--- src/net_rd_pkg.sv ---
package net_rd_pkg;

    // ----------------------------
    // Sizes
    // ----------------------------
    // Memory regions behind the mux
    localparam int n_regions     = 3;
    localparam int region_bits   = 2;

    // Data beat and byte enables
    localparam int data_bits     = 64;
    localparam int keep_bits     = data_bits / 8;
    localparam int beat_log_bits = $clog2(keep_bits);

    // Request fields
    localparam int len_bits      = 12;
    localparam int vaddr_bits    = 32;
    // One extra bit so a full-length beat count fits
    localparam int beat_cnt_bits = len_bits - beat_log_bits + 1;

    // Queue depths
    localparam int req_fifo_depth  = 4;
    localparam int seq_fifo_depth  = 8;
    localparam int data_fifo_depth = 16;

    // ----------------------------
    // Types
    // ----------------------------
    // Read request as seen on the command port
    typedef struct packed {
        logic [region_bits-1:0] region;
        logic                   host;
        logic [vaddr_bits-1:0]  vaddr;
        logic [len_bits-1:0]    len;
    } rd_req_t;

    // In-order record of an accepted request
    typedef struct packed {
        logic [region_bits-1:0] region;
        logic [len_bits-1:0]    len;
    } seq_entry_t;

    // Data mux FSM
    typedef enum logic [0:0] {st_idle, st_mux} mux_state_t;

endpackage

--- src/rd_req_if.sv ---
`timescale 1ns/1ps

interface rd_req_if;

    import net_rd_pkg::*;

    // Request handshake
    logic    valid;
    logic    ready;
    // Request payload, stable while valid and not ready
    rd_req_t req;

    // Producer side
    modport src (
        output valid,
        output req,
        input  ready
    );

    // Consumer side
    modport snk (
        input  valid,
        input  req,
        output ready
    );

endinterface

--- src/rd_stream_if.sv ---
`timescale 1ns/1ps

interface rd_stream_if;

    import net_rd_pkg::*;

    // Beat handshake
    logic                 tvalid;
    logic                 tready;
    // Beat payload
    logic [data_bits-1:0] tdata;
    logic [keep_bits-1:0] tkeep;
    // Set on the final beat of a response
    logic                 tlast;

    // Producer side
    modport src (
        output tvalid,
        output tdata,
        output tkeep,
        output tlast,
        input  tready
    );

    // Consumer side
    modport snk (
        input  tvalid,
        input  tdata,
        input  tkeep,
        input  tlast,
        output tready
    );

endinterface

--- src/sync_fifo.sv ---
`timescale 1ns/1ps

module sync_fifo #(
    parameter int  depth  = 4,
    parameter type t_data = logic [7:0]
) (
    input  logic  aclk,
    input  logic  aresetn,

    input  logic  in_valid,
    output logic  in_ready,
    input  t_data in_data,

    output logic  out_valid,
    input  logic  out_ready,
    output t_data out_data
);

    // Storage, payload only
    t_data mem [depth];

    // Circular pointers and occupancy
    logic [$clog2(depth)-1:0]   wr_ptr;
    logic [$clog2(depth)-1:0]   rd_ptr;
    logic [$clog2(depth+1)-1:0] count;

    logic push;
    logic pop;

    // ----------------------------
    // Handshake
    // ----------------------------
    // Room whenever not full, independent of the pop side
    assign in_ready  = (count != depth);
    assign out_valid = (count != 0);
    assign push      = in_valid & in_ready;
    assign pop       = out_valid & out_ready;

    // Head shown directly, no read bubble
    assign out_data = mem[rd_ptr];

    // ----------------------------
    // Storage write
    // ----------------------------
    always_ff @(posedge aclk) begin
        if (push) begin
            mem[wr_ptr] <= in_data;
        end
    end

    // ----------------------------
    // Pointers and count
    // ----------------------------
    always_ff @(posedge aclk or negedge aresetn) begin
        if (!aresetn) begin
            wr_ptr <= '0;
            rd_ptr <= '0;
            count  <= '0;
        end else begin
            // Wrap at depth, not only at a power of two
            if (push) begin
                wr_ptr <= (wr_ptr == depth - 1) ? '0 : wr_ptr + 1'b1;
            end
            if (pop) begin
                rd_ptr <= (rd_ptr == depth - 1) ? '0 : rd_ptr + 1'b1;
            end
            // Simultaneous push and pop leaves count alone
            case ({push, pop})
                2'b10:   count <= count + 1'b1;
                2'b01:   count <= count - 1'b1;
                default: count <= count;
            endcase
        end
    end

    // Full queue has its write pointer wrapped onto the head
    a_full_ptrs: assert property (@(posedge aclk) disable iff (!aresetn)
        (count == depth) |-> (wr_ptr == rd_ptr));

    // Empty queue has both pointers together
    a_empty_ptrs: assert property (@(posedge aclk) disable iff (!aresetn)
        (count == 0) |-> (wr_ptr == rd_ptr));

endmodule

--- src/cmd_dispatch.sv ---
`timescale 1ns/1ps

module cmd_dispatch (
    input  logic                   aclk,
    input  logic                   aresetn,

    rd_req_if.snk                  req_in,
    rd_req_if.src                  reg_req [net_rd_pkg::n_regions],

    output logic                   seq_valid,
    input  logic                   seq_ready,
    output net_rd_pkg::seq_entry_t seq_entry
);

    import net_rd_pkg::*;

    // Room in each region request queue
    logic [n_regions-1:0] reg_room;
    // Push strobe per region queue
    logic [n_regions-1:0] reg_push;

    // Sequence queue room and push
    logic       seq_room;
    logic       seq_push;
    // Room of the queue the request targets
    logic       sel_room;
    seq_entry_t seq_in;

    // ----------------------------
    // Decode and accept
    // ----------------------------
    // Pick the room flag of the addressed region
    always_comb begin
        // Unknown region has no queue to wait on
        sel_room = 1'b1;
        for (int i = 0; i < n_regions; i++) begin
            if (req_in.req.region == i) begin
                sel_room = reg_room[i];
            end
        end
    end

    // Host requests need both queues, card requests only the sequence queue
    assign req_in.ready = seq_room & (req_in.req.host ? sel_room : 1'b1);
    assign seq_push     = req_in.valid & req_in.ready;

    // Sequence record keeps region and length only
    assign seq_in.region = req_in.req.region;
    assign seq_in.len    = req_in.req.len;

    // ----------------------------
    // Region request queues
    // ----------------------------
    for (genvar i = 0; i < n_regions; i++) begin : g_reg_que
        // Forward only host requests, only to their own region
        assign reg_push[i] = seq_push & req_in.req.host & (req_in.req.region == i);

        sync_fifo #(
            .depth  (req_fifo_depth),
            .t_data (rd_req_t)
        ) u_req_fifo (
            .aclk      (aclk),
            .aresetn   (aresetn),
            .in_valid  (reg_push[i]),
            .in_ready  (reg_room[i]),
            .in_data   (req_in.req),
            .out_valid (reg_req[i].valid),
            .out_ready (reg_req[i].ready),
            .out_data  (reg_req[i].req)
        );
    end

    // ----------------------------
    // Sequence queue
    // ----------------------------
    // Entries in acceptance order, drained by the data mux
    sync_fifo #(
        .depth  (seq_fifo_depth),
        .t_data (seq_entry_t)
    ) u_seq_fifo (
        .aclk      (aclk),
        .aresetn   (aresetn),
        .in_valid  (seq_push),
        .in_ready  (seq_room),
        .in_data   (seq_in),
        .out_valid (seq_valid),
        .out_ready (seq_ready),
        .out_data  (seq_entry)
    );

    // Accepted requests must name a real region and carry data
    a_req_legal: assert property (@(posedge aclk) disable iff (!aresetn)
        req_in.valid && req_in.ready |->
            (req_in.req.len != 0) && (req_in.req.region < n_regions));

endmodule

--- src/rd_data_mux.sv ---
`timescale 1ns/1ps

module rd_data_mux (
    input  logic                   aclk,
    input  logic                   aresetn,

    input  logic                   seq_valid,
    output logic                   seq_ready,
    input  net_rd_pkg::seq_entry_t seq_entry,

    rd_stream_if.snk               reg_data [net_rd_pkg::n_regions],
    rd_stream_if.src               out_data
);

    import net_rd_pkg::*;

    // FSM
    mux_state_t state_q;
    mux_state_t state_d;

    // Region being drained
    logic [region_bits-1:0]   region_q;
    // Beat index within the response
    logic [beat_cnt_bits-1:0] cnt_q;
    // Index of the final beat
    logic [beat_cnt_bits-1:0] last_q;

    // Buffer heads flattened from the interface array
    logic [n_regions-1:0]                reg_tvalid;
    logic [n_regions-1:0][data_bits-1:0] reg_tdata;
    logic [n_regions-1:0][keep_bits-1:0] reg_tkeep;
    logic [n_regions-1:0]                reg_tlast;

    // Selected head
    logic                 sel_tvalid;
    logic [data_bits-1:0] sel_tdata;
    logic [keep_bits-1:0] sel_tkeep;
    logic                 sel_tlast;

    logic beat_fire;
    logic last_fire;
    logic seq_load;

    // Whole beats when partial, one less when exact
    function automatic logic [beat_cnt_bits-1:0] last_index(input logic [len_bits-1:0] len);
        logic [beat_cnt_bits-1:0] beats;
        beats = beat_cnt_bits'(len[len_bits-1:beat_log_bits]);
        return (len[beat_log_bits-1:0] != '0) ? beats : beats - 1'b1;
    endfunction

    // ----------------------------
    // Region select
    // ----------------------------
    for (genvar i = 0; i < n_regions; i++) begin : g_reg
        assign reg_tvalid[i] = reg_data[i].tvalid;
        assign reg_tdata[i]  = reg_data[i].tdata;
        assign reg_tkeep[i]  = reg_data[i].tkeep;
        assign reg_tlast[i]  = reg_data[i].tlast;
        // Other buffers hold their heads
        assign reg_data[i].tready = (state_q == st_mux) && (region_q == i) && out_data.tready;
    end

    always_comb begin
        sel_tvalid = 1'b0;
        sel_tdata  = '0;
        sel_tkeep  = '0;
        sel_tlast  = 1'b0;
        for (int i = 0; i < n_regions; i++) begin
            if (region_q == i) begin
                sel_tvalid = reg_tvalid[i];
                sel_tdata  = reg_tdata[i];
                sel_tkeep  = reg_tkeep[i];
                sel_tlast  = reg_tlast[i];
            end
        end
    end

    // Output straight from the buffer head, tlast passed through
    assign out_data.tvalid = (state_q == st_mux) & sel_tvalid;
    assign out_data.tdata  = sel_tdata;
    assign out_data.tkeep  = sel_tkeep;
    assign out_data.tlast  = sel_tlast;

    assign beat_fire = out_data.tvalid & out_data.tready;
    assign last_fire = beat_fire & (cnt_q == last_q);

    // ----------------------------
    // Sequence pop and next state
    // ----------------------------
    // Idle pops at once, busy pops on the final beat
    assign seq_ready = (state_q == st_idle) | last_fire;
    assign seq_load  = seq_valid & seq_ready;

    always_comb begin
        state_d = state_q;
        case (state_q)
            st_idle: begin
                if (seq_load) begin
                    state_d = st_mux;
                end
            end
            st_mux: begin
                // Back to back responses stay in st_mux
                if (last_fire && !seq_valid) begin
                    state_d = st_idle;
                end
            end
            default: state_d = st_idle;
        endcase
    end

    // ----------------------------
    // Registers
    // ----------------------------
    always_ff @(posedge aclk or negedge aresetn) begin
        if (!aresetn) begin
            state_q  <= st_idle;
            region_q <= '0;
            cnt_q    <= '0;
            last_q   <= '0;
        end else begin
            state_q <= state_d;
            if (seq_load) begin
                region_q <= seq_entry.region;
                cnt_q    <= '0;
                last_q   <= last_index(seq_entry.len);
            end else if (beat_fire) begin
                // Frozen while out_tready is low
                cnt_q <= cnt_q + 1'b1;
            end
        end
    end

    // Beat counter never runs past the final beat of the loaded entry
    a_cnt_bound: assert property (@(posedge aclk) disable iff (!aresetn)
        beat_fire |-> (cnt_q <= last_q));

    // Region tlast must agree with the counted final beat
    a_tlast_count: assert property (@(posedge aclk) disable iff (!aresetn)
        beat_fire |-> (out_data.tlast == (cnt_q == last_q)));

endmodule

--- src/net_rd_mux_top.sv ---
`timescale 1ns/1ps

module net_rd_mux_top (
    input  logic                                                       aclk,
    input  logic                                                       aresetn,

    // Command port
    input  logic                                                       req_valid,
    output logic                                                       req_ready,
    input  logic [net_rd_pkg::region_bits-1:0]                         req_region,
    input  logic                                                       req_host,
    input  logic [net_rd_pkg::vaddr_bits-1:0]                          req_vaddr,
    input  logic [net_rd_pkg::len_bits-1:0]                            req_len,

    // Region request ports
    output logic [net_rd_pkg::n_regions-1:0]                           reg_req_valid,
    input  logic [net_rd_pkg::n_regions-1:0]                           reg_req_ready,
    output logic [net_rd_pkg::n_regions-1:0][net_rd_pkg::vaddr_bits-1:0] reg_req_vaddr,
    output logic [net_rd_pkg::n_regions-1:0][net_rd_pkg::len_bits-1:0] reg_req_len,

    // Region read data
    input  logic [net_rd_pkg::n_regions-1:0]                           rd_data_valid,
    output logic [net_rd_pkg::n_regions-1:0]                           rd_data_ready,
    input  logic [net_rd_pkg::n_regions-1:0][net_rd_pkg::data_bits-1:0] rd_data_data,
    input  logic [net_rd_pkg::n_regions-1:0][net_rd_pkg::keep_bits-1:0] rd_data_keep,
    input  logic [net_rd_pkg::n_regions-1:0]                           rd_data_last,

    // Merged output stream
    output logic                                                       out_tvalid,
    input  logic                                                       out_tready,
    output logic [net_rd_pkg::data_bits-1:0]                           out_tdata,
    output logic [net_rd_pkg::keep_bits-1:0]                           out_tkeep,
    output logic                                                       out_tlast
);

    import net_rd_pkg::*;

    rd_req_if    req_in_if ();
    rd_req_if    reg_req_if [n_regions] ();
    rd_stream_if rd_in_if [n_regions] ();
    rd_stream_if rd_buf_if [n_regions] ();
    rd_stream_if out_if ();

    // Sequence stream between dispatch and mux
    logic       seq_valid;
    logic       seq_ready;
    seq_entry_t seq_entry;

    // Packed beats through the data buffers
    logic [n_regions-1:0][data_bits+keep_bits:0] in_beat;
    logic [n_regions-1:0][data_bits+keep_bits:0] out_beat;

    // ----------------------------
    // Command side
    // ----------------------------
    assign req_in_if.valid = req_valid;
    assign req_in_if.req   = '{region: req_region, host: req_host, vaddr: req_vaddr, len: req_len};
    assign req_ready       = req_in_if.ready;

    cmd_dispatch u_dispatch (
        .aclk      (aclk),
        .aresetn   (aresetn),
        .req_in    (req_in_if),
        .reg_req   (reg_req_if),
        .seq_valid (seq_valid),
        .seq_ready (seq_ready),
        .seq_entry (seq_entry)
    );

    // ----------------------------
    // Region data buffers
    // ----------------------------
    for (genvar i = 0; i < n_regions; i++) begin : g_region
        // Region request queue heads to plain ports
        assign reg_req_valid[i]    = reg_req_if[i].valid;
        assign reg_req_vaddr[i]    = reg_req_if[i].req.vaddr;
        assign reg_req_len[i]      = reg_req_if[i].req.len;
        assign reg_req_if[i].ready = reg_req_ready[i];

        assign rd_in_if[i].tvalid = rd_data_valid[i];
        assign rd_in_if[i].tdata  = rd_data_data[i];
        assign rd_in_if[i].tkeep  = rd_data_keep[i];
        assign rd_in_if[i].tlast  = rd_data_last[i];
        assign rd_data_ready[i]   = rd_in_if[i].tready;

        // Beat packed as data, keep, last
        assign in_beat[i] = {rd_in_if[i].tdata, rd_in_if[i].tkeep, rd_in_if[i].tlast};
        assign rd_buf_if[i].tdata = out_beat[i][data_bits+keep_bits:keep_bits+1];
        assign rd_buf_if[i].tkeep = out_beat[i][keep_bits:1];
        assign rd_buf_if[i].tlast = out_beat[i][0];

        sync_fifo #(
            .depth  (data_fifo_depth),
            .t_data (logic [data_bits+keep_bits:0])
        ) u_data_fifo (
            .aclk      (aclk),
            .aresetn   (aresetn),
            .in_valid  (rd_in_if[i].tvalid),
            .in_ready  (rd_in_if[i].tready),
            .in_data   (in_beat[i]),
            .out_valid (rd_buf_if[i].tvalid),
            .out_ready (rd_buf_if[i].tready),
            .out_data  (out_beat[i])
        );
    end

    // ----------------------------
    // Data mux and output
    // ----------------------------
    rd_data_mux u_data_mux (
        .aclk      (aclk),
        .aresetn   (aresetn),
        .seq_valid (seq_valid),
        .seq_ready (seq_ready),
        .seq_entry (seq_entry),
        .reg_data  (rd_buf_if),
        .out_data  (out_if)
    );

    assign out_tvalid    = out_if.tvalid;
    assign out_tdata     = out_if.tdata;
    assign out_tkeep     = out_if.tkeep;
    assign out_tlast     = out_if.tlast;
    assign out_if.tready = out_tready;

endmodule

--- config.mk ---
export PLATFORM = sky130hd
export DESIGN_NAME = net_rd_mux_top
export DESIGN_NICKNAME = d
export VERILOG_FILES = /design/src/net_rd_pkg.sv /design/src/rd_req_if.sv /design/src/rd_stream_if.sv /design/src/sync_fifo.sv /design/src/cmd_dispatch.sv /design/src/rd_data_mux.sv /design/src/net_rd_mux_top.sv
export SDC_FILE = /design/constraint.sdc
export NUM_CORES = 2
export LEC_CHECK = 0
export BUFFER_PORTS_ARGS = -buffer_cell sky130_fd_sc_hd__buf_2
export CORE_MARGIN = 4
export CORE_UTILIZATION = 55
export DETAILED_ROUTE_END_ITERATION = 6
export GPL_TIMING_DRIVEN = 1
export PLACE_DENSITY_LB_ADDON = 0.15
export SKIP_LAST_GASP = 1
export SYNTH_ARGS = -nofsm -noshare
export SYNTH_HDL_FRONTEND = slang
export SYNTH_HIERARCHICAL = 1
export SYNTH_MEMORY_MAX_BITS = 65536
export SYNTH_SLANG_ARGS = --single-unit
--- constraint.sdc ---
create_clock -name aclk -period 6.64 [get_ports aclk]
set_input_delay 0.664 -clock aclk [delete_from_list [all_inputs] [get_ports aclk]]
set_output_delay 0.664 -clock aclk [all_outputs]
set_load 0.02 [all_outputs]
==> qor.csv <==
metric;value;unit
status;complete, no violations;
Tightest Pin Transition;1.18;ns
total grt overflow;0;
H-tree levels;5;
number of global-route vias before repair;81000;
Ys Warns;6;
dpl hpwl;234000;um
Synth Area per Inst;21.7;um2
Hold Path Depth;1;
residual DRC count;0;
critical path's slowest cell;dfrtp_4;
CP Capture Type;primary output;
core area;297000;um2
Hold-fix buffers, CTS;42;
GRT Total Usage;27.2;%
max-slew violation count;0;
Port Buf Inserts;488;
Tcrit/Tclk final;90.0;%
Die X;555;um
Std-Cell Rows;200;
Worst path max stage delay;0.86;ns
FF-to-FF Start;u_data_mux/region_q[0];
cells on worst reg2reg path;10;
DR vias;81400;
Max Freq;0.167;GHz
post-CTS setup buffer count;0;
io pins;489;
CP Data Required Time;5.98;ns
DRT Wirelength;423000;um
Mapped Nets;7898;
clk sink count;4237;
RSZ-0062 raised after global routing;no;
cell area after placement;172000;um2
peak supply drop;0.443;mV
largest net degree at the start of global routing;102;
Post-Syn Area;164000;um2
gpl congestion;0.799;
Hold Fails Final Rpt;0;
hold path startpoint;rd_data_data[161];
Clock Path Buffers;4;
DRT iter0 DRCs;10200;
Slew headroom;20.9;%
slack of the critical path;0.666;ns
Max-Cap Viols;0;
setup_tns;0;ns
antenna violations before repair;136;
final setup fails;0;
pwr dens;388;nW/um2
crit-path max FO;36;
LEAKAGE;58.1;nW
Clk Latency, worst-skew pair;0.99;ns
die area;308000;um2
HP Class;in2reg;
Initial Utilization;55.3;%
Worst Hold Path EP;g_region[2].u_data_fifo/mem[7][42];
NumNets Final;8629;
die height;555;um
TritonCTS clock tree;built;
Cells after Synth;7561;
worst slack, placed;1.75;ns
vias per cell;6.43;
shortest period the worst path allows;5.97;ns
Pre-antenna DRT Iters;6;
Post-CTS Resized;0;
Worst Path Arrival;5.31;ns
layout cell share with drive strength beyond 1;26.2;%
R2R Path End;u_dispatch/u_seq_fifo/count[3];
WS Path Type;reg2out;
WL/cell;33.4;um
Util after Layout;62.8;%
worst path cell trace;buf_12 -> buf_12 -> buf_12 -> mux2i_1 -> a22oi_1 -> mux2i_1 -> o21ai_1 -> mux2i_1 -> o21ai_0 -> buf_2;
Worst-path clk slew;0.06;ns
first-pass GRT wire length;599000;um
TritonCTS buffer count;422;
design area;187000;um2
Area Growth Syn to Fin;13.6;%
Startpoint Class;flip-flop;
clock skew;0.0679;ns
R2R Setup Slk;2.08;ns
post-route ant nets;0;
CTS root buffer;clkbuf_16;
==> power by group <==
group | internal [mW] | total [mW] | switching, mW | leakage (nW)
registers | 31.8 | 32.7 | 0.903 | 38.6
clock network | 14.0 | 24.0 | 9.99 | 6.82
logic | 5.09 | 15.7 | 10.6 | 12.7
total | 50.8 | 72.3 | 21.5 | 58.1
==> worst max-delay path: cells and delay by family, from the launching register on <==
kind,cells,cell delay [ns]
compound gates,3,1.63
buf+inv,4,1.12
flops,1,0.86
mux,3,0.61
==> per-stage QoR <==
stage	cells	hold WS [ns]	power [mW]
after floorplan	7561	0.368	41.6
after global placement	11800	0.465	48.7
after detailed placement	11800	0.481	49.0
after CTS	12600	0.000109	72.8
after global routing	12600	0.0509	74.7
final	12700	0.0739	72.3
==> how the worst max path moves through the flow <==
stage                                            startpoint                                 to  slack [ns]  cells past startpoint
final                     g_region[0].u_data_fifo/rd_ptr[1]                      out_tdata[29]        0.67                     10
after global routing      g_region[0].u_data_fifo/rd_ptr[0]                       out_tdata[5]        0.61                      8
after CTS                 g_region[0].u_data_fifo/rd_ptr[0]                       out_tdata[5]        0.71                      8
after detailed placement  g_region[0].u_data_fifo/rd_ptr[0]                       out_tdata[5]        1.75                      8
after global placement    g_region[0].u_data_fifo/rd_ptr[0]                       out_tdata[5]        1.75                      8
after floorplan                            rd_data_valid[0]  g_region[0].u_data_fifo/mem[3][0]        0.06                      3
==> layout make-up <==
cell class | instances | area [um2]
Sequential cell | 4237 | 127000
Antenna cell | 64 | 160
Inverter | 43 | 165
Fill cell | 19900 | 110000
Multi-Input combinational cell | 2848 | 35500
Timing Repair Buffer | 740 | 5070
Tap cell | 3939 | 4930
Clock buffer | 514 | 11000
Clock inverter | 272 | 3020
==> state kept, by name, summed over array words and instances, names as in the netlist <==
| name | flops |
|---|---|
| g_region.u_data_fifo/rd_ptr | 12 |
| u_dispatch/g_reg_que.u_req_fifo/mem | 528 |
| u_dispatch/u_seq_fifo/mem | 112 |
| g_region.u_data_fifo/wr_ptr | 12 |
| u_data_mux/state_q | 1 |
| u_data_mux/last_q | 10 |
| u_dispatch/u_seq_fifo/count | 4 |
| u_data_mux/cnt_q | 10 |
| u_dispatch/u_seq_fifo/rd_ptr | 3 |
| u_dispatch/u_seq_fifo/wr_ptr | 3 |
| u_dispatch/g_reg_que.u_req_fifo/rd_ptr | 6 |
| u_dispatch/g_reg_que.u_req_fifo/count | 9 |
| g_region.u_data_fifo/count | 15 |
| u_dispatch/g_reg_que.u_req_fifo/wr_ptr | 6 |
| u_data_mux/region_q | 2 |
| g_region.u_data_fifo/mem | 3504 |
==> layout by cell type (no fill, tap or decap), drive strengths merged, types with 8 or more instances in the layout <==
cell            n
a21o           10
a21oi          14
a22oi         219
a32oi         219
and3           16
buf           698
bufinv         55
clkbuf        514
clkinv        195
clkinvlp       15
dfrtp          93
diode          64
dlygate4sd3    42
edfxtp       4144
ha             54
inv            50
mux2           53
mux2i         746
mux4          817
nand2         124
nand2b         13
nand3          22
nor2           61
nor2b           9
nor3           24
o21ai         313
or4             8
xnor2          35
xor2           11
==> layer usage <==
layer | vias up | GRT usage [%] | part of all wire (%)
met1 | 43500 | 37.9 | 39
met4 | 60 | 10.0 | 4.1
met3 | 745 | 5.66 | 9.0
met2 | 3623 | 43.1 | 48
li1 | 33500 | - | -
met5 | - | 0 | 0.090
No activity file was read; power rests on OpenSTA's default activity.
